--- config.mk ---
export PLATFORM = sky130hd
export DESIGN_NAME = fx_alu
export DESIGN_NICKNAME = d
export VERILOG_FILES = /design/src/fx_alu_pkg.sv /design/src/alu_ctrl.sv /design/src/alu_datapath.sv /design/src/fx_addsub.sv /design/src/fx_alu.sv /design/src/fx_mult.sv
export SDC_FILE = /design/constraint.sdc
export NUM_CORES = 1
export LEC_CHECK = 0
export BUFFER_PORTS_ARGS = -buffer_cell sky130_fd_sc_hd__buf_2
export CAP_MARGIN = 10
export CORE_ASPECT_RATIO = 2
export CORE_MARGIN = 3
export CORE_UTILIZATION = 45
export CTS_BUF_LIST = sky130_fd_sc_hd__clkbuf_8
export CTS_CLUSTER_DIAMETER = 150
export CTS_CLUSTER_SIZE = 24
export DETAILED_ROUTE_END_ITERATION = 16
export GPL_ROUTABILITY_DRIVEN = 0
export SYNTH_ARGS = -nofsm -noshare
export SYNTH_HDL_FRONTEND = slang
export SYNTH_SLANG_ARGS = --single-unit
export TNS_END_PERCENT = 1
--- constraint.sdc ---
create_clock -name i_clk -period 14.55 [get_ports i_clk]
set_input_delay 2.91 -clock i_clk [delete_from_list [all_inputs] [get_ports i_clk]]
set_output_delay 2.91 -clock i_clk [all_outputs]
set_load 0.05 [all_outputs]
--- src/fx_alu_pkg.sv ---
package fx_alu_pkg;

    localparam int DATA_W = 16; // word width, integer plus fraction bits

    // signed fixed-point word and its full-width product
    typedef logic signed [DATA_W-1:0]   fx_t;
    typedef logic signed [2*DATA_W-1:0] prod_t;

    // saturation bounds of the word
    localparam fx_t FX_MAX = {1'b0, {(DATA_W-1){1'b1}}};
    localparam fx_t FX_MIN = {1'b1, {(DATA_W-1){1'b0}}};

    // instruction codes, anything else returns zero
    typedef enum logic [3:0] {
        OP_ADD  = 4'd0,
        OP_SUB  = 4'd1,
        OP_MULT = 4'd2,
        OP_MAC  = 4'd3
    } op_t;

    typedef enum logic [1:0] {
        SRC_DATA_A,
        SRC_DATA_B,
        SRC_SAVED,  // product kept for mac
        SRC_RESULT  // current o_data
    } src_t;

    typedef enum logic [1:0] {
        UNIT_ADD,
        UNIT_SUB,
        UNIT_MULT,
        UNIT_ZERO
    } unit_t;

    typedef enum logic [2:0] {
        ST_START,
        ST_READY,
        ST_WAIT,
        ST_CALC,
        ST_MAC,
        ST_FINISH
    } state_t;

endpackage

--- src/alu_ctrl.sv ---
`timescale 1ns/1ps

module alu_ctrl (
    input  logic                i_clk,
    input  logic                i_rst_n,
    input  fx_alu_pkg::op_t     i_inst,
    output logic                o_busy,
    output logic                o_valid,
    output fx_alu_pkg::src_t    o_sel_a,
    output fx_alu_pkg::src_t    o_sel_b,
    output fx_alu_pkg::unit_t   o_unit,
    output logic                o_save_prod,
    output logic                o_save_result
);

    import fx_alu_pkg::*;

    state_t state;
    state_t next_state;

    always_ff @(posedge i_clk or negedge i_rst_n) begin
        if (!i_rst_n) begin
            state <= ST_START;
        end else begin
            state <= next_state;
        end
    end

    // sequence for one instruction
    always_comb begin
        next_state = state;
        case (state)
            ST_START:  next_state = ST_READY;
            ST_READY:  next_state = ST_WAIT;
            ST_WAIT:   next_state = ST_CALC;  // host sets up operands
            ST_CALC: begin
                if (i_inst == OP_MAC) begin
                    next_state = ST_MAC;
                end else begin
                    next_state = ST_FINISH;
                end
            end
            ST_MAC:    next_state = ST_FINISH;
            ST_FINISH: next_state = ST_READY;
            default:   next_state = ST_START;
        endcase
    end

    assign o_busy  = (state != ST_READY);
    assign o_valid = (state == ST_FINISH);

    // datapath strobes and selects
    always_comb begin
        o_sel_a       = SRC_DATA_A;
        o_sel_b       = SRC_DATA_B;
        o_unit        = UNIT_ZERO;
        o_save_prod   = 1'b0;
        o_save_result = 1'b0;
        case (state)
            ST_CALC: begin
                case (i_inst)
                    OP_ADD: begin
                        o_unit        = UNIT_ADD;
                        o_save_result = 1'b1;
                    end
                    OP_SUB: begin
                        o_unit        = UNIT_SUB;
                        o_save_result = 1'b1;
                    end
                    OP_MULT: begin
                        o_unit        = UNIT_MULT;
                        o_save_result = 1'b1;
                    end
                    OP_MAC: begin
                        o_unit      = UNIT_MULT;
                        o_save_prod = 1'b1;  // product first, sum next cycle
                    end
                    default: begin
                        o_unit        = UNIT_ZERO;  // unknown code gives 0
                        o_save_result = 1'b1;
                    end
                endcase
            end
            ST_MAC: begin
                // saved product plus previous result
                o_sel_a       = SRC_SAVED;
                o_sel_b       = SRC_RESULT;
                o_unit        = UNIT_ADD;
                o_save_result = 1'b1;
            end
            default: begin
                o_unit = UNIT_ZERO;
            end
        endcase
    end

endmodule

--- src/alu_datapath.sv ---
`timescale 1ns/1ps

module alu_datapath #(
    parameter int FRAC_W = 10
) (
    input  logic                i_clk,
    input  logic                i_rst_n,
    input  fx_alu_pkg::fx_t     i_data_a,
    input  fx_alu_pkg::fx_t     i_data_b,
    input  fx_alu_pkg::src_t    i_sel_a,
    input  fx_alu_pkg::src_t    i_sel_b,
    input  fx_alu_pkg::unit_t   i_unit,
    input  logic                i_save_prod,
    input  logic                i_save_result,
    output fx_alu_pkg::fx_t     o_data
);

    import fx_alu_pkg::*;

    fx_t saved_q;   // product waiting for the mac add
    fx_t result_q;
    fx_t op_a;
    fx_t op_b;
    fx_t addsub_out;
    fx_t mult_out;
    fx_t unit_out;

    function automatic fx_t pick_src(
        input src_t sel,
        input fx_t  data_a,
        input fx_t  data_b,
        input fx_t  saved,
        input fx_t  result
    );
        fx_t val;
        case (sel)
            SRC_DATA_A: val = data_a;
            SRC_DATA_B: val = data_b;
            SRC_SAVED:  val = saved;
            default:    val = result;
        endcase
        return val;
    endfunction

    assign op_a = pick_src(i_sel_a, i_data_a, i_data_b, saved_q, result_q);
    assign op_b = pick_src(i_sel_b, i_data_a, i_data_b, saved_q, result_q);

    // add and subtract share one unit
    fx_addsub u_addsub (
        .i_a   (op_a),
        .i_b   (op_b),
        .i_sub (i_unit == UNIT_SUB),
        .o_sum (addsub_out)
    );

    fx_mult #(
        .FRAC_W (FRAC_W)
    ) u_mult (
        .i_a    (op_a),
        .i_b    (op_b),
        .o_prod (mult_out)
    );

    always_comb begin
        case (i_unit)
            UNIT_ADD, UNIT_SUB: unit_out = addsub_out;
            UNIT_MULT:          unit_out = mult_out;
            default:            unit_out = '0;
        endcase
    end

    always_ff @(posedge i_clk or negedge i_rst_n) begin
        if (!i_rst_n) begin
            saved_q  <= '0;
            result_q <= '0;
        end else begin
            if (i_save_prod) saved_q <= unit_out;
            if (i_save_result) result_q <= unit_out;  // held across instructions
        end
    end

    assign o_data = result_q;

endmodule

--- src/fx_addsub.sv ---
`timescale 1ns/1ps

module fx_addsub (
    input  fx_alu_pkg::fx_t i_a,
    input  fx_alu_pkg::fx_t i_b,
    input  logic            i_sub,  // 1 selects a - b
    output fx_alu_pkg::fx_t o_sum
);

    import fx_alu_pkg::*;

    // one extra bit so overflow shows up as a mismatch of the top two bits
    logic [DATA_W:0] wide_a;
    logic [DATA_W:0] wide_b;
    logic [DATA_W:0] wide_sum;
    logic            ovf;

    assign wide_a = {i_a[DATA_W-1], i_a};
    assign wide_b = {i_b[DATA_W-1], i_b};

    always_comb begin
        if (i_sub) begin
            wide_sum = wide_a - wide_b;
        end else begin
            wide_sum = wide_a + wide_b;
        end
    end

    assign ovf = wide_sum[DATA_W] ^ wide_sum[DATA_W-1];

    // saturate toward the true sign, which the extra bit still holds
    always_comb begin
        if (!ovf) begin
            o_sum = wide_sum[DATA_W-1:0];
        end else if (wide_sum[DATA_W]) begin
            o_sum = FX_MIN;  // negative overflow
        end else begin
            o_sum = FX_MAX;  // positive overflow
        end
    end

endmodule

--- src/fx_alu.sv ---
`timescale 1ns/1ps

module fx_alu #(
    parameter int FRAC_W = 10  // fraction bits of the word
) (
    input  logic             i_clk,
    input  logic             i_rst_n,
    input  fx_alu_pkg::fx_t  i_data_a,
    input  fx_alu_pkg::fx_t  i_data_b,
    input  fx_alu_pkg::op_t  i_inst,
    output logic             o_busy,
    output logic             o_valid,
    output fx_alu_pkg::fx_t  o_data
);

    import fx_alu_pkg::*;

    src_t  sel_a;
    src_t  sel_b;
    unit_t unit;
    logic  save_prod;
    logic  save_result;

    alu_ctrl u_ctrl (
        .i_clk         (i_clk),
        .i_rst_n       (i_rst_n),
        .i_inst        (i_inst),
        .o_busy        (o_busy),
        .o_valid       (o_valid),
        .o_sel_a       (sel_a),
        .o_sel_b       (sel_b),
        .o_unit        (unit),
        .o_save_prod   (save_prod),
        .o_save_result (save_result)
    );

    alu_datapath #(
        .FRAC_W (FRAC_W)
    ) u_datapath (
        .i_clk         (i_clk),
        .i_rst_n       (i_rst_n),
        .i_data_a      (i_data_a),
        .i_data_b      (i_data_b),
        .i_sel_a       (sel_a),
        .i_sel_b       (sel_b),
        .i_unit        (unit),
        .i_save_prod   (save_prod),
        .i_save_result (save_result),
        .o_data        (o_data)
    );

endmodule

--- src/fx_mult.sv ---
`timescale 1ns/1ps

module fx_mult #(
    parameter int FRAC_W = 10
) (
    input  fx_alu_pkg::fx_t i_a,
    input  fx_alu_pkg::fx_t i_b,
    output fx_alu_pkg::fx_t o_prod
);

    import fx_alu_pkg::*;

    localparam int INT_W   = DATA_W - FRAC_W;
    localparam int PINT_W  = 2 * DATA_W - 2 * FRAC_W; // integer field of the product
    localparam int INT_MAX = (1 << (INT_W - 1)) - 1;
    localparam int INT_MIN = -(1 << (INT_W - 1));

    prod_t                     full;
    logic signed [PINT_W-1:0]  int_part;
    fx_t                       trunc;
    logic                      round_up;

    assign full     = prod_t'(i_a) * prod_t'(i_b);
    assign int_part = full[2*DATA_W-1:2*FRAC_W];
    assign trunc    = full[DATA_W+FRAC_W-1:FRAC_W];

    // discarded fraction >= one half exactly when its top bit is set
    assign round_up = full[FRAC_W-1];

    always_comb begin
        if (int'(int_part) > INT_MAX) begin
            o_prod = FX_MAX;
        end else if (int'(int_part) <= INT_MIN) begin
            o_prod = FX_MIN;
        end else if (round_up) begin
            // rounding the top value up would wrap
            if (trunc == FX_MAX) begin
                o_prod = FX_MAX;
            end else begin
                o_prod = trunc + fx_t'(1);
            end
        end else begin
            o_prod = trunc;
        end
    end

endmodule

==> results.py <==
metrics = {
    "synth": {
        "synth_common_cells": "303 x inv_1, 262 x fa_1, 193 x nand2_1",
        "synth_area_leader_cell": "fa_1",
        "synth-edff-count": 0,
        "synth-main-ff-cell": "dfrtp_1",
        "synth.area.top_cells": "fa_1 38%, ha_1 8.9%, inv_1 8.3%",
        "synthCells": 1606,
        "ys_seq_elements": 35,
        "synth_cell_types": 85,
        "synth.avg_cell_area_um2": 8.53,
        "yosysSeqAreaShare": 0.0639,
        "syn_area_mm2": 0.0137,
        "synth_top_area_share": 0.383,
        "ys_warn_count": 0,
        "async_reset_ff_frac": 1.00,
        "post-synth-top-count-cell": "inv_1",
        "syn_nets": 2003,
    },
    "routing": {
        "wl_per_cell_um": 22.7,
        "finalWirelength_um": 45600,
        "num_vias": 11727,
        "initialDrtViolationCount": 779,
        "vias_per_cell": 5.83,
        "drtPass1Iterations": 7,
        "drc": 0,
        "ant_nets": 0,
    },
    "cts": {
        "cts_buffer_depth": 2,
        "numCtsBuffers": 5,
        "clk_pin_slew_worst_paths_ns": 0.08,
        "cts_max_level": 2,
        "clk_latency_ns": 0.31,
        "postCtsResizedCells": 0,
        "cts_tree": "built",
        "cts_sinks": 35,
        "post_cts_buffers": 0,
        "clock-root-buffer": "clkbuf_8",
        "hold_buffers": 0,
    },
    "grt": {
        "grt_max_degree": 40,
        "grt_pass1_vias": 12692,
        "grt_pass1_wl_um": 71200,
        "grt_overflow": 0,
        "antenna_found_initial": 0,
        "track_usage": 0.289,
    },
    "cells_and_area": {
        "layout-drive-gt1-share": 0.0880,
        "areaGrowthSynthToFinish_pct": 6.50,
        "stdcell_count": 2011,
        "diodes": 0,
        "fin_nets": 2043,
    },
    "run_status": {
        "run_status": "finished clean",
    },
    "run": {
        "drv_cap": 0,
    },
    "sta": {
        "max_slew_margin": 0.288,
        "worst_clock_skew_ns": 0.0180,
        "max_freq_mhz": 91.5,
        "fin_crit_sh": 0.751,
        "hold_violations": 0,
        "grt_setup_unrepaired": "no",
        "tightest_slew_ns": 1.04,
        "setup_viol_count_final": 0,
        "slew_viol_final": 0,
        "fin_crit_ns": 10.92,
        "setup_tns_ns": 0,
    },
    "die": {
        "rows": 89,
        "die-height_um": 253,
        "pin_count": 56,
        "core_mm2": 0.0297,
        "die_w_um": 129,
        "start_util": 0.461,
        "dieArea_mm2": 0.0327,
    },
    "setup_path": {
        "critPathArrivalTime_ns": 11.09,
        "critPathLaunchType": "primary input",
        "required_ns": 14.71,
        "critPathCaptureType": "register",
        "path_class": "primary input to register",
        "critPathMaxFanout": 14,
    },
    "worst_hold_path": {
        "hold_path_class": "register to register",
    },
    "place": {
        "place.port_buffers": 55,
        "placed_cells": 2003,
        "dp_hpwl_um": 38400,
    },
}
per-stage QoR:
stage	utilization	area, µm²	setup slack [ns]	hold WS [ns]
floorplan	-	13700	4.65	0.448
global placement	0.487	14500	3.57	0.465
detailed placement	0.487	14500	3.50	0.471
CTS	0.491	14600	3.79	0.490
global route	0.491	14600	3.32	0.527
finish	0.491	14600	3.63	0.510
state kept, by name, summed over array words and instances (netlist names):
register            count
u_datapath.o_data      16
u_datapath.saved_q     16
u_ctrl.state            3
critical path, stage by stage:
cell and delay (ns):
buf_2 0.12, nand2_1 0.05, nand2_1 0.70, nand2_1 0.18, fa_1 0.57, inv_1 0.05
fa_1 0.49, inv_1 0.06, fa_1 0.54, inv_1 0.05, fa_1 0.48, fa_1 0.53
fa_1 0.53, ha_1 0.40, a21oi_1 0.27, o21ai_0 0.14, a221oi_1 0.51, nand3_1 0.47
a41oi_1 0.41, o21bai_1 0.11, xnor2_1 0.43, a41oi_1 0.13, buf_4 0.25, nor4_1 0.51
o31ai_1 0.16
metal layers:
metal / track usage / up-vias / routed length [µm]
met4: 0.162 / 0 / 3110
li1: - / 5208 / -
met2: 0.543 / 435 / 25300
met5: 0 / - / 0
met3: 0.0146 / 133 / 1860
met1: 0.315 / 5951 / 15300
worst paths after layout:
path	cells after the start	startpoint	slack [ns]	to
worst max-delay path	25	i_data_b[7]	3.63	u_datapath.saved_q[13]
worst min-delay path	2	u_datapath.saved_q[10]	0.51	u_datapath.saved_q[10]
worst max register to register	26	u_ctrl.state[1]	5.02	u_datapath.saved_q[13]
worst min register to register	2	u_datapath.saved_q[10]	0.51	u_datapath.saved_q[10]
max in group asynchronous	1	i_rst_n	11.34	u_datapath.o_data[14]
min in group asynchronous	1	i_rst_n	2.69	u_datapath.o_data[12]
cell usage in the layout (no fill, tap or decap), types with 12 or more instances in the layout:
cell	n
mux2i_1	33
ha_1	97
inv_1	303
nand2_1	193
a21oi_1	67
buf_2	55
nand3_1	15
xnor2_1	42
o21ai_0	39
nor3_1	23
nor2_1	175
or2_2	13
xor2_1	21
fa_1	262
dfrtp_1	35
nand2b_1	12
a21o_1	18
buf_4	31
cells by family after synthesis:
kind of cell,share of synthesized area
XOR/XNOR,0.0423
multiplexers,0.0272
buffers and inverters,0.0997
adder cells (fa/ha/maj),0.472
AO/OA/AOI/OAI,0.122
flip-flops,0.0639
AND/OR/NAND/NOR,0.173
area by class of cell:
class                           count  area [µm²]
Sequential cell                    35         876
Inverter                          309        1160
Timing Repair Buffer               86         508
Clock inverter                      3        47.5
Tap cell                          364         455
Multi-Input combinational cell   1209       11500
Fill cell                        2895       15100
Clock buffer                        5        68.8
Power is left out: the tool's default activity adds up to more than one toggle a clock period on the data nets, which glitch-free logic cannot reach.
